## src/verilog/concat_pkg.sv

```systemverilog
// shared constants for the five-branch concat stage
// segment lengths are fixed at build time and are not programmable
// counter and pointer widths must be kept in step with the sizes below

`default_nettype none

package concat_pkg;

  ////////////////////
  // datapath
  ////////////////////

  // one feature word per strobe
  localparam int data_width = 32;

  // branches joined per frame
  localparam int num_branch = 5;
  localparam int branch_w   = 3;

  ////////////////////
  // buffering
  ////////////////////

  // entries per branch fifo, power of two
  localparam int fifo_depth  = 16;
  localparam int fifo_addr_w = 4;

  ////////////////////
  // frame layout
  ////////////////////

  // words per branch per frame, 20 words total
  localparam int unsigned seg_len [num_branch] = '{3, 5, 2, 4, 6};

  // wide enough for the longest segment minus one
  localparam int seg_cnt_w = 3;

  // arbiter states
  // drain pops the granted branch, switch advances the grant
  typedef enum logic [0:0] {
    ARB_DRAIN  = 1'b0,
    ARB_SWITCH = 1'b1
  } arb_state_t;

endpackage

`default_nettype wire

```

## src/verilog/branch_fifo.sv

```systemverilog
// per-branch buffer, show-ahead read, no almost-full
// a push into a full fifo is lost unless a pop happens in the same cycle
// overflow is sticky and only reset clears it

`timescale 1ns/1ps
`default_nettype none

module branch_fifo (
  input  wire                                clk,
  input  wire                                reset,
  input  wire                                push,
  input  wire [concat_pkg::data_width-1:0]   push_data,
  input  wire                                pop,
  output logic [concat_pkg::data_width-1:0]  pop_data,
  output logic                               empty,
  output logic                               overflow
);

  ////////////////////
  // storage
  ////////////////////

  // register array, no reset on payload
  logic [concat_pkg::data_width-1:0] mem [concat_pkg::fifo_depth];

  logic [concat_pkg::fifo_addr_w-1:0] wr_ptr;
  logic [concat_pkg::fifo_addr_w-1:0] rd_ptr;
  // one extra bit so a full fifo is distinguishable from empty
  logic [concat_pkg::fifo_addr_w:0]   count;

  logic full;
  logic do_pop;
  logic do_push;

  ////////////////////
  // status
  ////////////////////

  assign empty = (count == '0);
  assign full  = (count == (concat_pkg::fifo_addr_w + 1)'(concat_pkg::fifo_depth));

  // pop only counts when there is something to pop
  assign do_pop  = pop && !empty;
  // full slot frees up if a pop lands on the same edge
  assign do_push = push && (!full || do_pop);

  // show-ahead, head word visible while not empty
  assign pop_data = mem[rd_ptr];

  ////////////////////
  // write side
  ////////////////////

  always_ff @(posedge clk) begin
    if (do_push) begin
      mem[wr_ptr] <= push_data;
    end
  end

  always_ff @(posedge clk) begin
    if (reset) begin
      wr_ptr <= '0;
    end else if (do_push) begin
      // wraps naturally at fifo_depth
      wr_ptr <= wr_ptr + concat_pkg::fifo_addr_w'(1);
    end
  end

  ////////////////////
  // read side
  ////////////////////

  always_ff @(posedge clk) begin
    if (reset) begin
      rd_ptr <= '0;
    end else if (do_pop) begin
      rd_ptr <= rd_ptr + concat_pkg::fifo_addr_w'(1);
    end
  end

  // occupancy, unchanged on simultaneous push and pop
  always_ff @(posedge clk) begin
    if (reset) begin
      count <= '0;
    end else begin
      case ({do_push, do_pop})
        2'b10:   count <= count + (concat_pkg::fifo_addr_w + 1)'(1);
        2'b01:   count <= count - (concat_pkg::fifo_addr_w + 1)'(1);
        default: count <= count;
      endcase
    end
  end

  // sticky drop flag
  always_ff @(posedge clk) begin
    if (reset) begin
      overflow <= 1'b0;
    end else if (push && !do_push) begin
      overflow <= 1'b1;
    end
  end

endmodule

`default_nettype wire

```

## src/verilog/concat_arbiter.sv

```systemverilog
// owns the shared output bus, grants branches in fixed order 0..4
// waits on an empty granted fifo, never skips to a later branch
// one idle cycle between segments, one register stage to the output

`timescale 1ns/1ps
`default_nettype none

module concat_arbiter (
  input  wire                                 clk,
  input  wire                                 reset,
  input  wire [concat_pkg::num_branch-1:0]    empty,
  input  wire [concat_pkg::data_width-1:0]    pop_data0,
  input  wire [concat_pkg::data_width-1:0]    pop_data1,
  input  wire [concat_pkg::data_width-1:0]    pop_data2,
  input  wire [concat_pkg::data_width-1:0]    pop_data3,
  input  wire [concat_pkg::data_width-1:0]    pop_data4,
  output logic [concat_pkg::num_branch-1:0]   pop,
  output logic [concat_pkg::data_width-1:0]   out,
  output logic                                valid_out,
  output logic                                last_out
);

  ////////////////////
  // control state
  ////////////////////

  concat_pkg::arb_state_t state;

  // branch currently owning the bus
  logic [concat_pkg::branch_w-1:0]  grant;
  // words popped so far in this segment
  logic [concat_pkg::seg_cnt_w-1:0] seg_cnt;

  logic                             pop_now;
  logic                             seg_end;
  logic                             last_branch;
  logic [concat_pkg::seg_cnt_w-1:0] seg_top;
  logic [concat_pkg::data_width-1:0] branch_word [concat_pkg::num_branch];
  logic [concat_pkg::data_width-1:0] sel_word;

  ////////////////////
  // read mux
  ////////////////////

  // gather head words so the grant can index them
  assign branch_word[0] = pop_data0;
  assign branch_word[1] = pop_data1;
  assign branch_word[2] = pop_data2;
  assign branch_word[3] = pop_data3;
  assign branch_word[4] = pop_data4;

  assign sel_word = branch_word[grant];

  ////////////////////
  // pop decision
  ////////////////////

  // pop only in drain and only when the granted fifo has a word
  assign pop_now = (state == concat_pkg::ARB_DRAIN) && !empty[grant];

  // one-hot pop, only the granted line can rise
  always_comb begin
    pop = '0;
    if (pop_now) begin
      pop[grant] = 1'b1;
    end
  end

  // index of the final word of the granted segment
  assign seg_top = concat_pkg::seg_cnt_w'(concat_pkg::seg_len[grant] - 1);
  assign seg_end = (seg_cnt == seg_top);

  assign last_branch = (grant == concat_pkg::branch_w'(concat_pkg::num_branch - 1));

  ////////////////////
  // fsm
  ////////////////////

  always_ff @(posedge clk) begin
    if (reset) begin
      state   <= concat_pkg::ARB_DRAIN;
      grant   <= '0;
      seg_cnt <= '0;
    end else begin
      case (state)
        concat_pkg::ARB_DRAIN: begin
          if (pop_now) begin
            if (seg_end) begin
              // segment done, hand over next cycle
              state <= concat_pkg::ARB_SWITCH;
            end else begin
              seg_cnt <= seg_cnt + concat_pkg::seg_cnt_w'(1);
            end
          end
        end

        concat_pkg::ARB_SWITCH: begin
          // advance grant, wrap after the last branch
          if (last_branch) begin
            grant <= '0;
          end else begin
            grant <= grant + concat_pkg::branch_w'(1);
          end
          seg_cnt <= '0;
          state   <= concat_pkg::ARB_DRAIN;
        end

        default: begin
          state <= concat_pkg::ARB_DRAIN;
        end
      endcase
    end
  end

  ////////////////////
  // output register
  ////////////////////

  // payload holds its value between words
  always_ff @(posedge clk) begin
    if (pop_now) begin
      out <= sel_word;
    end
  end

  // strobes follow the pop by one cycle
  always_ff @(posedge clk) begin
    if (reset) begin
      valid_out <= 1'b0;
      last_out  <= 1'b0;
    end else begin
      valid_out <= pop_now;
      // frame ends on the closing word of branch 4
      last_out  <= pop_now && seg_end && last_branch;
    end
  end

endmodule

`default_nettype wire

```

## src/verilog/cnn_concat_5in.sv

```systemverilog
// five-input channel concat, output order is branch 0 through 4 per frame
// no ready on inputs or output; a full branch fifo drops and flags overflow
// overflow bit k belongs to input k+1

`timescale 1ns/1ps
`default_nettype none

module cnn_concat_5in (
  input  wire                               clk,
  input  wire                               reset,
  input  wire                               valid_in_no1,
  input  wire [concat_pkg::data_width-1:0]  in_no1,
  input  wire                               valid_in_no2,
  input  wire [concat_pkg::data_width-1:0]  in_no2,
  input  wire                               valid_in_no3,
  input  wire [concat_pkg::data_width-1:0]  in_no3,
  input  wire                               valid_in_no4,
  input  wire [concat_pkg::data_width-1:0]  in_no4,
  input  wire                               valid_in_no5,
  input  wire [concat_pkg::data_width-1:0]  in_no5,
  output wire [concat_pkg::data_width-1:0]  out,
  output wire                               valid_out,
  output wire                               last_out,
  output wire [concat_pkg::num_branch-1:0]  overflow
);

  ////////////////////
  // fifo to arbiter
  ////////////////////

  wire [concat_pkg::num_branch-1:0] fifo_empty;
  wire [concat_pkg::num_branch-1:0] fifo_pop;
  wire [concat_pkg::data_width-1:0] fifo_data_0;
  wire [concat_pkg::data_width-1:0] fifo_data_1;
  wire [concat_pkg::data_width-1:0] fifo_data_2;
  wire [concat_pkg::data_width-1:0] fifo_data_3;
  wire [concat_pkg::data_width-1:0] fifo_data_4;
  wire                              ovf_0;
  wire                              ovf_1;
  wire                              ovf_2;
  wire                              ovf_3;
  wire                              ovf_4;

  ////////////////////
  // branch buffers
  ////////////////////

  // input no1 feeds branch 0, and so on
  branch_fifo branch_fifo_0 (
    .clk(clk), .reset(reset), .push(valid_in_no1), .push_data(in_no1),
    .pop(fifo_pop[0]), .pop_data(fifo_data_0), .empty(fifo_empty[0]), .overflow(ovf_0)
  );

  branch_fifo branch_fifo_1 (
    .clk(clk), .reset(reset), .push(valid_in_no2), .push_data(in_no2),
    .pop(fifo_pop[1]), .pop_data(fifo_data_1), .empty(fifo_empty[1]), .overflow(ovf_1)
  );

  branch_fifo branch_fifo_2 (
    .clk(clk), .reset(reset), .push(valid_in_no3), .push_data(in_no3),
    .pop(fifo_pop[2]), .pop_data(fifo_data_2), .empty(fifo_empty[2]), .overflow(ovf_2)
  );

  branch_fifo branch_fifo_3 (
    .clk(clk), .reset(reset), .push(valid_in_no4), .push_data(in_no4),
    .pop(fifo_pop[3]), .pop_data(fifo_data_3), .empty(fifo_empty[3]), .overflow(ovf_3)
  );

  // last branch, closes each frame
  branch_fifo branch_fifo_4 (
    .clk(clk), .reset(reset), .push(valid_in_no5), .push_data(in_no5),
    .pop(fifo_pop[4]), .pop_data(fifo_data_4), .empty(fifo_empty[4]), .overflow(ovf_4)
  );

  ////////////////////
  // output sequencing
  ////////////////////

  concat_arbiter concat_arbiter_0 (
    .clk       (clk),
    .reset     (reset),
    .empty     (fifo_empty),
    .pop_data0 (fifo_data_0),
    .pop_data1 (fifo_data_1),
    .pop_data2 (fifo_data_2),
    .pop_data3 (fifo_data_3),
    .pop_data4 (fifo_data_4),
    .pop       (fifo_pop),
    .out       (out),
    .valid_out (valid_out),
    .last_out  (last_out)
  );

  // sticky drop flags, bit 0 is branch 0
  assign overflow = {ovf_4, ovf_3, ovf_2, ovf_1, ovf_0};

endmodule

`default_nettype wire

```

## config.mk

```make
export PLATFORM = sky130hd
export DESIGN_NAME = cnn_concat_5in
export DESIGN_NICKNAME = d
export VERILOG_FILES = /design/src/verilog/concat_pkg.sv /design/src/verilog/branch_fifo.sv /design/src/verilog/concat_arbiter.sv /design/src/verilog/cnn_concat_5in.sv
export SDC_FILE = /design/constraint.sdc
export NUM_CORES = 2
export LEC_CHECK = 0
export BUFFER_PORTS_ARGS = -buffer_cell sky130_fd_sc_hd__clkbuf_2
export CAP_MARGIN = 25
export CORE_AREA = 4 4 548 550
export DETAILED_ROUTE_END_ITERATION = 12
export DIE_AREA = 0 0 552 554
export PLACE_DENSITY_LB_ADDON = 0.25
export SLEW_MARGIN = 20
export SYNTH_ARGS = -nofsm -noshare
export SYNTH_HDL_FRONTEND = slang
export SYNTH_SLANG_ARGS = --single-unit
```

## constraint.sdc

```tcl
create_clock -name clk -period 6.6 [get_ports clk]
set_input_delay 0.33 -clock clk [delete_from_list [all_inputs] [get_ports clk]]
set_output_delay 0.33 -clock clk [all_outputs]
set_load 0.02 [all_outputs]
```

==> After elaboration in Yosys (flattened, before gate mapping) <==
Memories as Yosys holds them, arrays and structs flattened. A register that Yosys moved wholly into a read port is not among the register bits.
Cells that the tools add are included.
{ "classes": {"addsub": 23, "magnitude_cmp": 3, "eq_ne": 19, "muxes": 42, "n_bitwise": 2, "n_reduce_logical": 51} }
{ "op_table": {"columns": ["cell", "n"], "rows": [
  ["32-bit binary-select mux with 3-bit select", 1],
  ["32-bit two-way mux", 2],
  ["5-bit case mux with 2 select lines", 5],
  ["4-bit by 1-bit adder with 4-bit output (second input constant)", 10],
  ["4-bit two-way mux", 10],
  ["5-bit by 1-bit adder with 5-bit output (second input constant)", 5],
  ["5-bit == test (second input constant)", 5],
  ["5-bit logical NOT", 5],
  ["5-bit by 1-bit subtractor with 5-bit output (second input constant)", 5],
  ["1-bit logical AND", 19],
  ["1-bit logical NOT", 16],
  ["3-bit two-way mux", 5],
  ["1-bit two-way mux", 14],
  ["2-bit by 1-bit == test with 1-bit output (second input constant)", 5],
  ["2-bit == test (second input constant)", 5],
  ["2-bit nonzero test", 5],
  ["3-bit by 1-bit adder with 3-bit output (second input constant)", 2],
  ["3-bit case mux with 2 select lines", 1],
  ["1-bit logical OR", 5],
  ["5-bit two-way mux", 1],
  ["4-bit >= comparator (second input constant)", 1],
  ["3-bit by 4-bit < comparator with 1-bit output (second input constant)", 1],
  ["3-bit NOT with 4-bit output", 1],
  ["1-bit binary-select mux with 3-bit select", 1],
  ["10 further kinds", 10]
]} }
{ "totals": {"register_bits": 111, "mem_bits_rw": 2560, "mem_bits_ro": 256, "in_bits": 167, "out_inout_bits": 39, "word_cells": 172, "memories": 6} }
{ "mem_list": {"columns": ["memory", "depth", "word_bits", "rd", "rd_ports_with_merged_regs", "write_ports", "line_no", "source"], "rows": [
  ["branch_fifo_0.mem", 16, 32, 1, 1, 1, "branch_fifo.sv:24", "logic [concat_pkg::data_width-1:0] mem [concat_pkg::fifo_depth];"],
  ["branch_fifo_1.mem", 16, 32, 1, 1, 1, "branch_fifo.sv:24", null],
  ["branch_fifo_2.mem", 16, 32, 1, 1, 1, "branch_fifo.sv:24", null],
  ["branch_fifo_3.mem", 16, 32, 1, 1, 1, "branch_fifo.sv:24", null],
  ["branch_fifo_4.mem", 16, 32, 1, 1, 1, "branch_fifo.sv:24", null],
  ["(name not given)", 8, 32, 1, 0, 0, "concat_arbiter.sv:70", "assign seg_top = concat_pkg::seg_cnt_w'(concat_pkg::seg_len[grant] - 1);"]
]} }

==> Longest topological paths before layout <==
{ "logic_depth": {"ltp_word": 11, "ltp_mapped": 13, "mapped_depth_nobuf": 11} }

==> By module <==
A second synthesis with hierarchy kept.
{ "unflattened": {"hier_cells": 4832, "area_unflattened_um2": 103501.8} }
{ "by_module_without_submodules": {"columns": ["module", "instances", "cells_each", "area_each_um2", "seq_area_each_um2"], "rows": [
  ["branch_fifo at branch_fifo_0 ...", 4, 914, 20135.6, 15735.1],
  ["branch_fifo at branch_fifo_1", 1, 905, 20131.8, 15735.1],
  ["concat_arbiter", 1, 266, 2790.2, 1141.1],
  ["cnn_concat_5in", 1, 5, 37.5, 0.0]
]} }

==> Worst setup path after synthesis <==
OpenSTA, ideal clock, no wires.
{ "synth_path": {"path_kind": "register to register", "from": "register concat_arbiter_0.grant[2] (netlist bit)", "to": "memory branch_fifo_2.mem[0][0] (netlist bit) (enable)", "setup_time_ps": 501, "arrival_time_ps": 4617, "t_required_ps": 6099, "setup_slack_ps": 1482, "stages_incl_launch_ff": 6, "n_path_buf": 1, "synth_period_minus_slack_ps": 5118, "cell_sequence": "dfxtp_1 > buf_2 > or4b_1 > a31oi_2 > inv_1 > nor4_1"} }
{ "synth_via": {"elab_chain_len": 10, "word_cells_on_any_way": 15, "classes_between": "order compare (2); mux (7); reduce/logical (6)"} }
{ "synth_lines": {"columns": ["element", "line_no", "source"], "rows": [
  ["start, declared", "concat_arbiter.sv:30", "logic [concat_pkg::branch_w-1:0] grant;"],
  ["start signal, assigned", "concat_arbiter.sv:102", "grant <= grant + concat_pkg::branch_w'(1);"],
  ["3-bit by 4-bit < comparator with 1-bit output (not written as such) (tied with other cells)", "concat_arbiter.sv:65", "pop[grant] = 1'b1;"],
  ["1-bit logical AND (not written as such) or 1-bit two-way mux (tied branches)", "concat_arbiter.sv:65, concat_arbiter.sv:59", null],
  ["1-bit two-way mux (not written as such) or 1-bit logical NOT (tied branches)", "concat_arbiter.sv:65, concat_arbiter.sv:59", null],
  ["1-bit demux with 3-bit select or 1-bit logical AND (tied branches)", null, null],
  ["5-bit two-way mux (*)", "concat_arbiter.sv:64", "if (pop_now) begin"],
  ["1-bit logical AND (*)", "branch_fifo.sv:43", "assign do_pop = pop && !empty;"],
  ["1-bit logical OR (*)", "branch_fifo.sv:45", "assign do_push = push && (!full || do_pop);"],
  ["1-bit logical AND (*)", "branch_fifo.sv:45", null],
  ["1-bit two-way mux (*)", "branch_fifo.sv:55", "if (do_push) begin"],
  ["1-bit two-way mux (not written as such) (*)", "branch_fifo.sv:56", "mem[wr_ptr] <= push_data;"],
  ["end, declared", "branch_fifo.sv:24", null]
]} }
Every way passes the cells marked *; elsewhere a longest branch is shown, timed or not. The select of a mux whose other input is x is not followed.

==> Final worst setup path <==
{ "layout_path": {"from": "register concat_arbiter_0.grant[2] (netlist bit)", "to": "register branch_fifo_4.count[4] (netlist bit)"} }
{ "layout_via": {"elab_chain_len": 10, "word_cells_on_any_way": 17, "classes_between": "order compare (2); eq/ne (2); mux (6); reduce/logical (7)"} }
{ "layout_lines": {"columns": ["element", "line_no", "source"], "rows": [
  ["3-bit by 4-bit < comparator with 1-bit output (not written as such) (tied with other cells)", "concat_arbiter.sv:65", null],
  ["1-bit logical AND (not written as such) or 1-bit two-way mux (tied branches)", "concat_arbiter.sv:65, concat_arbiter.sv:59", null],
  ["1-bit two-way mux (not written as such) or 1-bit logical NOT (tied branches)", "concat_arbiter.sv:65, concat_arbiter.sv:59", null],
  ["1-bit demux with 3-bit select or 1-bit logical AND (tied branches)", null, null],
  ["5-bit two-way mux (*)", "concat_arbiter.sv:64", null],
  ["1-bit logical AND (*)", "branch_fifo.sv:43", null],
  ["1-bit logical OR", "branch_fifo.sv:45", null],
  ["1-bit logical AND", "branch_fifo.sv:45", null],
  ["2-bit by 1-bit == test with 1-bit output or 2-bit == test (tied branches)", "branch_fifo.sv:86", "case ({do_push, do_pop})"],
  ["5-bit case mux with 2 select lines or 2-bit nonzero test (tied branches)", null, null],
  ["end signal, assigned", "branch_fifo.sv:87", "2'b10: count <= count + (concat_pkg::fifo_addr_w + 1)'(1);"],
  ["end signal, assigned", "branch_fifo.sv:88", "2'b01: count <= count - (concat_pkg::fifo_addr_w + 1)'(1);"],
  ["end signal, assigned", "branch_fifo.sv:89", "default: count <= count;"],
  ["end, declared", "branch_fifo.sv:29", "logic [concat_pkg::fifo_addr_w:0] count;"]
]} }
Marked as above.
A chain may end at the register's enable or synchronous reset.

==> summary.txt <==
Logic synthesis
  • FFs w/ async S/R, synth: 0%
  • Dominant cell by count in the synthesized netlist: sky130_fd_sc_hd__edfxtp_1
  • Sequential-to-total area share from yosys stat: 77.4%
  • Unique masters post-synth: 78
  • Area share of the largest cell type after synthesis: 75.5%
  • Top FF cell, synth: sky130_fd_sc_hd__edfxtp_1
  • Mean post-synth cell area: 21.8 sq um
  • EDFF count, synth: 2592
  • Net count after synthesis: 4948
  • Cell Area, Synth: 103000 sq um
  • Yosys warns: 0
  • Number of instances in the synthesized netlist: 4732
  • Most numerous cell types in the synthesized netlist: sky130_fd_sc_hd__edfxtp_1 (2592), sky130_fd_sc_hd__mux4_2 (599), sky130_fd_sc_hd__nor2_1 (150)
  • Cell taking the most area after synthesis: sky130_fd_sc_hd__edfxtp_1
  • Synth area leaders: sky130_fd_sc_hd__edfxtp_1 (75%), sky130_fd_sc_hd__mux4_2 (13%), sky130_fd_sc_hd__dfxtp_1 (1.9%)
  • Post-synthesis sequential element count: 2691

Power
  • Total power per unit cell area: 313 nW/um^2
  • Leakage: 36.9 nW
  • Net switching fraction of the power: 22.9%
  • Peak supply drop: 0.000187 V
  • Share of power burned in combinational logic: 7.2%
  • Clk pwr share: 41.2%
  • Switching pwr: 8.64 mW
  • Internal Pwr Total: 29.2 mW
  • Fraction of power consumed by sequential logic: 51.6%

Final layout
  • Ratio of cells with drive above 1 in the final layout: 27.4%
  • Count of nets after finishing: 5511
  • Fillers: 26000
  • Register area: 79900 sq um
  • Util after Layout: 40.8%
  • Signed area change from the synthesized netlist to the final layout: 16.9%
  • Area of the multi-input gates: 22400 sq um

Route
  • Starting DRC count in detailed routing: 5051
  • Final routed wire length divided by cell count: 29.3 microns
  • Average vias per placed instance: 5.37
  • Drt drc: 0
  • Via total after detailed routing: 50900
  • Length of the first detailed-routing pass in iterations: 5
  • Total wire length after detailed routing: 278000 microns
  • Residual antenna-violating net count after detailed routing: 0

STA
  • Final number of max-transition violations: 0
  • Worst Max-Slew Pin Slew: 1.10 ns
  • Min Tclk post-route: 4.14 ns
  • Setup-violating endpoint count in the final report: 0
  • Unrepaired setup endpoints after global routing: false
  • Worst Hold Margin: 0.0457 ns
  • Setup tns final: 0 ns
  • Worst Slack Setup Final: 2.46 ns
  • Slew HR: 26.1%
  • Number of hold-slack violations in the final timing report: 0
  • Top achievable clock speed: 0.242 GHz
  • Part of the cycle the worst path needs: 62.7%
  • Post-route clock skew: 0.0644 ns

Placement
  • Post-detail-place hpwl: 159000 microns
  • Post-place setup slack: 2.56 ns
  • Buffers added on ports: 205
  • RePlAce Congestion: 0.743

Hold path
  • Min-Delay Path Class: in2reg

Worst setup path
  • Capturing element type of the critical path: flop
  • Largest stage delay on the critical path: 0.88 ns
  • Cell breakdown of the critical path: or4b_4 -> a31oi_4 -> inv_1 -> ha_1 -> xor2_1 -> ha_1 -> or3b_2 -> a21oi_1 -> o21bai_1 -> a21oi_1 -> mux2_2
  • Crit path required time: 7.34 ns
  • Max stage delay cell, worst path: sky130_fd_sc_hd__dfxtp_1
  • Maximum fanout count along the critical path: 22
  • Element type at the critical path start: flop
  • Setup slack of the most critical reg-to-reg path: 2.46 ns
  • Crit Path Class: reg2reg
  • Arrival time worst endpoint: 4.88 ns

Global routing
  • Overall overflow remaining after global route: 0
  • Number of antenna violations at the first check in global routing: 53
  • Global-route total usage across every layer: 17.8%
  • Vias in the first global route: 51600
  • Global-route wire length before repair: 393000 microns
  • Largest net degree at the start of global routing: 84

Run status
  • Run status: completed

Flow run
  • Max capacitance violation total: 0

Clock network
  • Total clock sinks: 2691
  • Clock latency at the later pin of the worst-skew pair: 0.87 ns
  • Clock buffers created by TritonCTS: 292
  • Number of setup buffers added after CTS: 0
  • # H-tree levels: 5
  • Clock Pin Slew Worst Setup and Hold Paths: 0.06 ns
  • Clock tree from TritonCTS: yes
  • Root buffer cell: sky130_fd_sc_hd__clkbuf_16
  • CTS Buffer Depth: 4

Die
  • I/O pin count: 206
  • Standard-cell rows: 200
  • Die Ht: 554 microns
  • Starting Density: 34.9%
  • Die area: 306000 sq um
  • Core ar.: 296000 sq um
  • Die extent in x: 552 microns
[registers in the layout, indices dropped and copies added (netlist names), 5 cells and up, named ones only]
name	flops
branch_fifo_1.count	5
branch_fifo_4.count	5
branch_fifo_2.mem	512
concat_arbiter_0.out	32
branch_fifo_2.count	5
branch_fifo_0.count	5
branch_fifo_3.mem	512
branch_fifo_1.mem	512
branch_fifo_3.count	5
branch_fifo_4.mem	512
branch_fifo_0.mem	512
[path summary, 6_finish.rpt]
kind | start | endpoint | cells after the start
max | concat_arbiter_0.grant[2] | branch_fifo_4.count[4] | 11
min | valid_in_no1 | branch_fifo_0.wr_ptr[1] | 4
max reg2reg | concat_arbiter_0.grant[2] | branch_fifo_4.count[4] | 11
min reg2reg | branch_fifo_2.rd_ptr[3] | flop | 2
[power groups by stage]
stage | clock [mW] | sequential (mW) | combinational, mW
after floorplan | 0 | 19.8 | 1.45
after global placement | 0 | 19.9 | 2.62
after detailed placement | 0 | 19.9 | 2.66
after CTS | 15.9 | 19.5 | 2.77
after global routing | 16.7 | 19.5 | 2.92
final | 15.6 | 19.5 | 2.73
[worst max-delay path, delay by kind of cell (launching register included)]
| family | cells | cell delay, ns |
|---|---|---|
| simple gates | 2 | 1.06 |
| xor+xnor | 1 | 0.18 |
| fa+ha+maj | 2 | 0.56 |
| flops | 1 | 0.88 |
| mux | 1 | 0.36 |
| compound gates | 4 | 0.85 |
| buf+inv | 1 | 0.12 |
[metal layers]
metal  share of wire (%)  global-route usage (%)  vias to the layer above
li1                    -                       -                    21100
met1                  44                    25.2                    27600
met2                  48                    28.7                     1622
met3                 6.0                    3.16                      407
met4                 2.5                    4.38                       40
met5               0.089                       0                        -
[layout make-up]
cell class                      count  area share [%]
Sequential cell                  2691            66.2
Multi-Input combinational cell   1731            18.6
Clock buffer                      360            6.42
Tap cell                         3939            4.09
Timing Repair Buffer              534            3.41
Clock inverter                    153            1.08
Inverter                           45           0.140
Antenna cell                       26          0.0540
[cells in the final DEF, fill, tap and decap left out, types with 47 or more instances in the layout]
cell	Yosys	layout
sky130_fd_sc_hd__edfxtp_1	2592	2592
sky130_fd_sc_hd__mux4_2	599	599
sky130_fd_sc_hd__clkbuf_16	0	298
sky130_fd_sc_hd__clkbuf_2	0	204
sky130_fd_sc_hd__dlygate4sd3_1	0	165
sky130_fd_sc_hd__buf_4	25	148
sky130_fd_sc_hd__a22oi_1	121	121
sky130_fd_sc_hd__mux2i_1	107	107
sky130_fd_sc_hd__nor2_1	150	101
sky130_fd_sc_hd__dfxtp_1	99	85
sky130_fd_sc_hd__a211oi_1	74	68
sky130_fd_sc_hd__nor2b_1	67	65
sky130_fd_sc_hd__clkinv_1	1	59
sky130_fd_sc_hd__clkbuf_1	109	57
sky130_fd_sc_hd__a21oi_1	55	55
sky130_fd_sc_hd__clkinv_2	0	52
sky130_fd_sc_hd__nor2_4	0	49
sky130_fd_sc_hd__nand4_1	48	48
sky130_fd_sc_hd__ha_1	47	47
[cell families (layout without fill, tap and decap cells)]
| kind of cell | count (synthesis) | after routing | share of synthesized area, % |
|---|---|---|---|
| mux | 724 | 724 | 14.5 |
| xor+xnor | 50 | 50 | 0.425 |
| other cells | 0 | 26 | 0 |
| flops | 2691 | 2691 | 77.4 |
| compound gates | 462 | 462 | 3.36 |
| simple gates | 446 | 446 | 2.24 |
| fa+ha+maj | 49 | 49 | 0.609 |
| buf+inv | 310 | 1092 | 1.48 |
[through the flow]
step / std cells / instance area [sq um] / power (mW)
after floorplan: 4732 / 103000 / 21.2
after global placement: 8763 / 110000 / 22.5
after detailed placement: 8774 / 110000 / 22.5
after CTS: 9452 / 120000 / 38.2
after global routing: 9461 / 121000 / 39.1
final: 9479 / 121000 / 37.8
[timing repair]
item	4_1_cts	5_1_grt
hold buffers	165	0
endpoints found under the hold margin	2599	0
gates resized for setup	0	0
(Power assumes the default switching activity.)
